### config.mk
export PLATFORM = sky130hd
export DESIGN_NAME = board_top
export DESIGN_NICKNAME = d
export VERILOG_FILES = /design/src/hw/board_pkg.sv /design/src/hw/reset_stretch.sv /design/src/hw/uart_rx.sv /design/src/hw/echo_core.sv /design/src/hw/uart_tx.sv /design/src/hw/board_top.sv
export SDC_FILE = /design/constraint.sdc
export NUM_CORES = 1
export LEC_CHECK = 0
export ABC_AREA = 1
export BUFFER_PORTS_ARGS = -buffer_cell sky130_fd_sc_hd__buf_2
export CORE_MARGIN = 2
export CORE_UTILIZATION = 46
export CTS_BUF_LIST = sky130_fd_sc_hd__clkbuf_16
export DETAILED_ROUTE_END_ITERATION = 6
export PLACE_DENSITY_LB_ADDON = 0.15
export SYNTH_ARGS = -nofsm -noshare
export SYNTH_HDL_FRONTEND = slang
export SYNTH_SLANG_ARGS = --single-unit
### constraint.sdc
create_clock -name clk_25mhz -period 4.8 [get_ports clk_25mhz]
set_input_delay 0.24 -clock clk_25mhz [delete_from_list [all_inputs] [get_ports clk_25mhz]]
set_output_delay 0.24 -clock clk_25mhz [all_outputs]
set_load 0.005 [all_outputs]
### src/hw/board_pkg.sv
// board package
// shared types for the serial echo subsystem: payload and LED words,
// the received frame, and the state encodings of the UART and handshake FSMs

package board_pkg;

  // one serial payload byte
  typedef logic [7:0] data_byte_t;

  // LED word, bit 7 is the frame error toggle
  typedef logic [7:0] led_bits_t;

  // frame as offered by the receiver on link A
  typedef struct packed {
    data_byte_t payload;
    logic       frame_err;  // stop bit sampled low
  } rx_frame_t;

  // four-phase sender side
  typedef enum logic [1:0] {
    HS_IDLE,
    HS_REQ,
    HS_WAIT_DROP
  } hs_state_t;

  typedef enum logic [1:0] {
    RX_IDLE,
    RX_START,
    RX_DATA,
    RX_STOP
  } rx_state_t;

  typedef enum logic [1:0] {
    TX_IDLE,
    TX_START,
    TX_DATA,
    TX_STOP
  } tx_state_t;

endpackage

### src/hw/reset_stretch.sv
// reset stretcher
// keeps the core in reset for a fixed number of cycles after the
// board reset is released

`timescale 1ns/1ps

module reset_stretch (
  input  logic clk_25mhz,
  input  logic rst_n,
  output logic core_rst_n
);

  localparam int RESET_CYCLES = 16;

  logic [RESET_CYCLES-1:0] hold_sr;

  // ones shift out towards bit 0, zeros come in from the top
  always_ff @(posedge clk_25mhz) begin
    if (!rst_n) begin
      hold_sr <= '1;
    end else begin
      hold_sr <= hold_sr >> 1;
    end
  end

  assign core_rst_n = ~hold_sr[0];

  // a low board reset must reach the core on the very next cycle
  core_rst_follows: assert property (@(posedge clk_25mhz)
    !rst_n |=> !core_rst_n);

endmodule

### src/hw/uart_rx.sv
// UART receiver
// synchronizes the serial line, deframes 8N1 frames sampled at mid-bit
// and offers each frame on link A with a four-phase request

`timescale 1ns/1ps

module uart_rx import board_pkg::*; #(
  parameter int CLKS_PER_BIT = 217
) (
  input  logic      clk_25mhz,
  input  logic      rst_n,
  input  logic      rx,
  output logic      rx_req,
  input  logic      rx_ack,
  output rx_frame_t rx_frame
);

  localparam int CNT_W = $clog2(CLKS_PER_BIT);
  localparam logic [CNT_W-1:0] CNT_MID = CNT_W'((CLKS_PER_BIT - 1) / 2);
  localparam logic [CNT_W-1:0] CNT_END = CNT_W'(CLKS_PER_BIT - 1);

  logic             rx_meta;
  logic             rx_sync;
  rx_state_t        state;
  logic [CNT_W-1:0] cnt;
  logic [2:0]       bit_idx;
  data_byte_t       shreg;
  logic             frame_done;
  hs_state_t        hs_state;
  logic             sample_bit;
  logic             accept_frame;

  // two-flop synchronizer, line idles high
  always_ff @(posedge clk_25mhz) begin
    if (!rst_n) begin
      rx_meta <= 1'b1;
      rx_sync <= 1'b1;
    end else begin
      rx_meta <= rx;
      rx_sync <= rx_meta;
    end
  end

  assign sample_bit = (state == RX_DATA) && (cnt == CNT_END);
  // frame dropped when the previous one is still in the handshake
  assign accept_frame = (state == RX_STOP) && (cnt == CNT_END) && (hs_state == HS_IDLE);

  always_ff @(posedge clk_25mhz) begin
    if (!rst_n) begin
      state      <= RX_IDLE;
      cnt        <= '0;
      bit_idx    <= '0;
      frame_done <= 1'b0;
    end else begin
      frame_done <= accept_frame;
      case (state)
        RX_IDLE: begin
          cnt <= '0;
          if (!rx_sync) begin
            state <= RX_START;
          end
        end
        RX_START: begin
          // glitch filter: start must still be low at mid-bit
          if (cnt == CNT_MID) begin
            cnt     <= '0;
            bit_idx <= '0;
            state   <= rx_sync ? RX_IDLE : RX_DATA;
          end else begin
            cnt <= cnt + 1'b1;
          end
        end
        RX_DATA: begin
          if (cnt == CNT_END) begin
            cnt     <= '0;
            bit_idx <= bit_idx + 1'b1;
            if (bit_idx == 3'd7) begin
              state <= RX_STOP;
            end
          end else begin
            cnt <= cnt + 1'b1;
          end
        end
        RX_STOP: begin
          if (cnt == CNT_END) begin
            cnt   <= '0;
            state <= RX_IDLE;
          end else begin
            cnt <= cnt + 1'b1;
          end
        end
        default: state <= RX_IDLE;
      endcase
    end
  end

  // payload path, LSB first
  always_ff @(posedge clk_25mhz) begin
    if (sample_bit) begin
      shreg <= {rx_sync, shreg[7:1]};
    end
    if (accept_frame) begin
      rx_frame.payload   <= shreg;
      rx_frame.frame_err <= ~rx_sync;
    end
  end

  // link A sender
  always_ff @(posedge clk_25mhz) begin
    if (!rst_n) begin
      hs_state <= HS_IDLE;
    end else begin
      case (hs_state)
        HS_IDLE:      if (frame_done) hs_state <= HS_REQ;
        HS_REQ:       if (rx_ack) hs_state <= HS_WAIT_DROP;
        HS_WAIT_DROP: if (!rx_ack) hs_state <= HS_IDLE;
        default:      hs_state <= HS_IDLE;
      endcase
    end
  end

  assign rx_req = (hs_state == HS_REQ);

  rx_frame_hold: assert property (@(posedge clk_25mhz) disable iff (!rst_n)
    rx_req |=> !rx_req || $stable(rx_frame));

endmodule

### src/hw/echo_core.sv
// echo core
// takes frames from the receiver, swaps the case of ASCII letters,
// hands good bytes to the transmitter and keeps the LED state

`timescale 1ns/1ps

module echo_core import board_pkg::*; (
  input  logic       clk_25mhz,
  input  logic       rst_n,
  input  logic       rx_req,
  output logic       rx_ack,
  input  rx_frame_t  rx_frame,
  output logic       tx_req,
  input  logic       tx_ack,
  output data_byte_t tx_byte,
  output led_bits_t  leds
);

  hs_state_t tx_hs;
  logic      accept;

  function automatic data_byte_t toggle_case(input data_byte_t b);
    logic is_upper;
    logic is_lower;
    is_upper = (b >= 8'h41) && (b <= 8'h5a);
    is_lower = (b >= 8'h61) && (b <= 8'h7a);
    return (is_upper || is_lower) ? (b ^ 8'h20) : b;
  endfunction

  // only take a frame when link B has nothing pending
  assign accept = rx_req && !rx_ack && (tx_hs == HS_IDLE);

  always_ff @(posedge clk_25mhz) begin
    if (!rst_n) begin
      rx_ack <= 1'b0;
      tx_hs  <= HS_IDLE;
      leds   <= '0;
    end else begin
      // link A receiver side
      if (accept) begin
        rx_ack <= 1'b1;
      end else if (rx_ack && !rx_req) begin
        rx_ack <= 1'b0;
      end

      // link B sender, request goes up together with rx_ack
      case (tx_hs)
        HS_IDLE:      if (accept && !rx_frame.frame_err) tx_hs <= HS_REQ;
        HS_REQ:       if (tx_ack) tx_hs <= HS_WAIT_DROP;
        HS_WAIT_DROP: if (!tx_ack) tx_hs <= HS_IDLE;
        default:      tx_hs <= HS_IDLE;
      endcase

      if (accept) begin
        if (rx_frame.frame_err) begin
          leds[7] <= ~leds[7];
        end else begin
          leds[6:0] <= rx_frame.payload[6:0];
        end
      end
    end
  end

  always_ff @(posedge clk_25mhz) begin
    if (accept && !rx_frame.frame_err) begin
      tx_byte <= toggle_case(rx_frame.payload);
    end
  end

  assign tx_req = (tx_hs == HS_REQ);

  // four-phase rules on link B
  tx_req_after_ack_low: assert property (@(posedge clk_25mhz) disable iff (!rst_n)
    $rose(tx_req) |-> !tx_ack);

  tx_byte_hold: assert property (@(posedge clk_25mhz) disable iff (!rst_n)
    tx_req |=> !tx_req || $stable(tx_byte));

endmodule

### src/hw/uart_tx.sv
// UART transmitter
// accepts a byte on link B and shifts out one 8N1 frame,
// line idles high between frames

`timescale 1ns/1ps

module uart_tx import board_pkg::*; #(
  parameter int CLKS_PER_BIT = 217
) (
  input  logic       clk_25mhz,
  input  logic       rst_n,
  input  logic       tx_req,
  output logic       tx_ack,
  input  data_byte_t tx_byte,
  output logic       tx
);

  localparam int CNT_W = $clog2(CLKS_PER_BIT);
  localparam logic [CNT_W-1:0] CNT_END = CNT_W'(CLKS_PER_BIT - 1);

  tx_state_t        state;
  logic [CNT_W-1:0] cnt;
  logic [2:0]       bit_idx;
  data_byte_t       shreg;
  logic             start_frame;
  logic             bit_end;

  // new request only between frames and after the old ack has dropped
  assign start_frame = (state == TX_IDLE) && tx_req && !tx_ack;
  assign bit_end     = (cnt == CNT_END);

  always_ff @(posedge clk_25mhz) begin
    if (!rst_n) begin
      state   <= TX_IDLE;
      cnt     <= '0;
      bit_idx <= '0;
      tx_ack  <= 1'b0;
      tx      <= 1'b1;
    end else begin
      if (start_frame) begin
        tx_ack <= 1'b1;
      end else if (tx_ack && !tx_req) begin
        tx_ack <= 1'b0;
      end

      case (state)
        TX_IDLE: begin
          tx      <= 1'b1;
          cnt     <= '0;
          bit_idx <= '0;
          if (start_frame) begin
            state <= TX_START;
          end
        end
        TX_START: begin
          tx <= 1'b0;
          if (bit_end) begin
            cnt   <= '0;
            state <= TX_DATA;
          end else begin
            cnt <= cnt + 1'b1;
          end
        end
        TX_DATA: begin
          tx <= shreg[0];
          if (bit_end) begin
            cnt     <= '0;
            bit_idx <= bit_idx + 1'b1;
            if (bit_idx == 3'd7) begin
              state <= TX_STOP;
            end
          end else begin
            cnt <= cnt + 1'b1;
          end
        end
        TX_STOP: begin
          tx <= 1'b1;
          if (bit_end) begin
            cnt   <= '0;
            state <= TX_IDLE;
          end else begin
            cnt <= cnt + 1'b1;
          end
        end
        default: state <= TX_IDLE;
      endcase
    end
  end

  // byte latched on accept, LSB leaves first
  always_ff @(posedge clk_25mhz) begin
    if (start_frame) begin
      shreg <= tx_byte;
    end else if ((state == TX_DATA) && bit_end) begin
      shreg <= shreg >> 1;
    end
  end

endmodule

### src/hw/board_top.sv
// board top level
// serial echo subsystem: reset stretcher, UART receiver, case-swapping
// core and UART transmitter, with the last good byte shown on the LEDs

`timescale 1ns/1ps

module board_top import board_pkg::*; #(
  parameter int CLKS_PER_BIT = 217
) (
  input  logic      clk_25mhz,
  input  logic      rst_n,
  input  logic      rx,
  output logic      tx,
  output led_bits_t leds
);

  logic       core_rst_n;
  // link A
  logic       rx_req;
  logic       rx_ack;
  rx_frame_t  rx_frame;
  // link B
  logic       tx_req;
  logic       tx_ack;
  data_byte_t tx_byte;

  reset_stretch reset_stretch_inst (
    .clk_25mhz (clk_25mhz),
    .rst_n     (rst_n),
    .core_rst_n(core_rst_n)
  );

  uart_rx #(.CLKS_PER_BIT(CLKS_PER_BIT)) uart_rx_inst (
    .clk_25mhz(clk_25mhz),
    .rst_n    (core_rst_n),
    .rx       (rx),
    .rx_req   (rx_req),
    .rx_ack   (rx_ack),
    .rx_frame (rx_frame)
  );

  echo_core echo_core_inst (
    .clk_25mhz(clk_25mhz),
    .rst_n    (core_rst_n),
    .rx_req   (rx_req),
    .rx_ack   (rx_ack),
    .rx_frame (rx_frame),
    .tx_req   (tx_req),
    .tx_ack   (tx_ack),
    .tx_byte  (tx_byte),
    .leds     (leds)
  );

  uart_tx #(.CLKS_PER_BIT(CLKS_PER_BIT)) uart_tx_inst (
    .clk_25mhz(clk_25mhz),
    .rst_n    (core_rst_n),
    .tx_req   (tx_req),
    .tx_ack   (tx_ack),
    .tx_byte  (tx_byte),
    .tx       (tx)
  );

endmodule

==> metrics.md <==
| Metric | Value |
|---|---|
| DR iter-0 viols | 55 |
| Layout cell share with drive strength beyond 1 | 19.68% |
| CP max-delay cell | nor3_1 |
| Dpl cells | 462 |
| Setup Buffers After CTS | 0 |
| Worst hold path type | in2reg |
| Num rows | 32 |
| Grt total ovfl | 0 |
| GR Util All Layers | 13.51% |
| Worst Setup EP | uart_rx_inst.rx_frame[1]$_DFFE_PP_ |
| Highest routed metal layer | met4 |
| Hold slack | 0.08829 ns |
| Critical path data arrival time | 1.98 ns |
| # nets final | 391 |
| Netlist cell types | 34 |
| Initial antenna violation count | 0 |
| Tmin final | 2.033 ns |
| H-tree levels | 3 |
| TritonCTS clock tree | built |
| LEAKAGE | 1.582 nW |
| Buffers on Ports | 11 |
| Total Routed Length | 5202 um |
| Pwr Density | 368.0 mW/mm2 |
| RSZ-0062 raised after global routing | false |
| Crit path cell chain | inv_1 -> ha_1 -> nand2_1 -> nand3b_4 -> nor3_1 |
| CP max stage delay | 0.87 ns |
| # resized after CTS | 0 |
| Count of pins over their slew limit | 0 |
| Fmax | 0.4919 GHz |
| Drt first pass iters | 4 |
| Pin count of the biggest net entering global routing | 24 |
| DR WL met3 | 123 um |
| Synth Area in Adders | 5.836% |
| Clock Root Buffer | clkbuf_16 |
| Met1 wire length | 2638 um |
| Die area | 0.008652 mm2 |
| Commonest non-fill, non-tap cell in the layout | dfxtp_1 |
| Antenna cells | 0 |
| Post-Synthesis Cells | 351 |
| Clock-pin slew on the worst setup and hold paths | 0.07 ns |
| Synth Register Bits | 93 |
| Vias in the first global route | 2123 |
| Crit path kind | reg2reg |
| IO Pins | 12 |
| Reg-to-Reg End | uart_rx_inst.rx_frame[1]$_DFFE_PP_ |
| Status | completed |
| Clock sinks | 93 |
| Initial Util | 47.41% |
| Post-synthesis mux area share | 2.163% |
| Core area | 0.007687 mm2 |
| Residual DRC count | 0 |
| Die span in x | 93.02 um |
| Routed vias | 2236 |
| Later-pin clock latency in the skew report | 0.33 ns |
| Maximum root-to-sink buffer count | 2 |
| CP Launch Type | flip-flop |
| Compound-Gate Fraction of Synth Area | 4.428% |
| Required time of the critical path | 4.74 ns |
| Mapped Area | 0.003645 mm2 |
| Main combinational cell family by area after synthesis | simple AND/OR/NAND/NOR gates |
| Top_reg_cell synth | dfxtp_1 |
| Register area share after synthesis | 60.14% |
| Die height | 93.02 um |
| Reg-to-Reg Start | uart_rx_inst.cnt[0]$_SDFF_PP0_ |
| Slew @ Worst Pin | 1.123 ns |
| FFs w/ async S/R, synth | 0% |
| Number of synthesized flops with an enable pin | 33 |
| Setup TNS | 0 ns |
| Crit path capture type | flip-flop |
| Clock skew | 0.01009 ns |
| Clock buffer count from CTS | 9 |
| Synth Area in Simple Gates | 21.25% |
| Post-route cell area | 0.004136 mm2 |
| Worst Setup SP | uart_rx_inst.cnt[0]$_SDFF_PP0_ |
| First-pass GRT wire length | 9301 um |
| Area grow syn2layout | 13.49% |
| Synthesis Warnings | 0 |
| Post-Syn Nets | 371 |
| DR vias/cell | 4.678 |
| Cts hold-fix bufs | 0 |
| DP HPWL | 3632 um |
| Commonest non-fill, non-tap cells in the layout | dfxtp_1 (60), nand2_1 (56), nor2_1 (40) |
| Final hold violation count | 0 |
| Remaining antenna violation count | 0 |
| Routed wl met2 | 2335 um |
| Placed inst area | 0.003824 mm2 |
| Maximum vdd drop | 0.0002474 V |
| Post-DR wirelength/cell | 10.88 um |
| FF-to-FF path depth | 5 |
| XOR/XNOR share of the synthesized area | 1.922% |
| MaxCap Viol Count | 0 |
| Routability-driven placement congestion ratio | 0.7977 |
| Syn_area_per_cell | 10.38 um2 |
| Worst slew margin | 24.59% |
| Reg2Reg Setup Slack | 2.77 ns |
| Final non-filler cell total | 478 |
| Max FO, Critical Path | 9 |
| Final worst-path cycle share | 42.36% |
| Final setup fails | 0 |
-- kinds of logic (layout without fill, tap and decap cells) --
family / count (synthesis) / count (layout)
compound gates: 30 / 30
xor+xnor: 8 / 8
fa+ha+maj: 17 / 17
buf+inv: 41 / 66
flops: 93 / 93
mux: 7 / 7
simple gates: 155 / 155
-- metal layers --
layer	track usage, %	vias up
met5	0	-
met4	6.373	0
met3	2.659	8
met2	21.68	22
met1	17.63	1018
li1	-	1188
-- area by class of cell --
class / instances / area, um2
clock buffers: 10 / 250.2
clock inverters: 6 / 62.56
fillers: 680 / 3551
inverters: 38 / 143.9
multi-input cells: 217 / 1297
flip-flops and latches: 93 / 2192
well taps: 102 / 127.6
repair buffers: 12 / 62.56
-- sequential cells by signal, indices dropped and copies added (netlist names), 2 cells and up, named ones only --
name and cells:
echo_core_inst.leds 8, uart_rx_inst.rx_frame 9, uart_rx_inst.bit_idx 3, echo_core_inst.tx_hs 2
uart_rx_inst.cnt 8, uart_tx_inst.cnt 8, uart_rx_inst.hs_state 2, uart_tx_inst.state 2
uart_tx_inst.shreg 8, uart_tx_inst.bit_idx 3, reset_stretch_inst.hold_sr 16, echo_core_inst.tx_byte 8
uart_rx_inst.shreg 8
-- critical path: cells and delay by family (launching register included) --
kind / cells / cell delay, ns
flip-flops: 1 / 0.33
buffers and inverters: 1 / 0.06
adder cells (fa/ha/maj): 1 / 0.15
AND/OR/NAND/NOR: 3 / 1.11
-- report_power, final --
part | switching, mW | internal, mW
clock network | 0.312 | 0.396
registers | 0.000295 | 0.811
logic | 0.00161 | 0.00149
-- cell usage after synthesis (all sizes together), types with 2 or more instances --
master  count  area, um2
nor2       45      186.4
nand3b      3      35.03
nand2      63      259.0
ha         17      212.7
a21oi      22      113.9
nand3      10      72.57
mux2        7      78.83
edfxtp     33      991.0
nor3        5      36.29
a31oi       2      12.51
xnor2       2      17.52
dfxtp      60       1201
clkbuf      3      11.26
inv        37      138.9
nand4       7      43.79
nor3b       3      22.52
o21ai       4      20.01
or2        18      112.6
xor2        6      52.55
-- stage by stage --
stage / util [%] / worst slack [ns] / power (mW)
detailed placement: 49.74 / 2.737 / 0.8324
CTS: 53.81 / 2.717 / 1.545
global placement: 49.74 / 2.760 / 0.8323
finish: 53.81 / 2.767 / 1.522
global route: 53.81 / 2.546 / 1.569
floorplan: - / 3.006 / 0.8313
-- worst min path at each step --
stage                     depth (start not counted)                                  endpoint  slack [ns]                                     start
after floorplan                                   1           uart_rx_inst.rx_meta$_SDFF_PP1_        0.34                                        rx
after global placement                            1           uart_rx_inst.rx_sync$_SDFF_PP1_        0.39           uart_rx_inst.rx_meta$_SDFF_PP1_
after detailed placement                          1  reset_stretch_inst.hold_sr[7]$_SDFF_PN1_        0.40  reset_stretch_inst.hold_sr[8]$_SDFF_PN1_
after CTS                                         2           uart_rx_inst.rx_meta$_SDFF_PP1_        0.08                                        rx
after global routing                              2           uart_rx_inst.rx_meta$_SDFF_PP1_        0.09                                        rx
final                                             2           uart_rx_inst.rx_meta$_SDFF_PP1_        0.09                                        rx
Note: power is estimated with default switching activity, not from simulation.
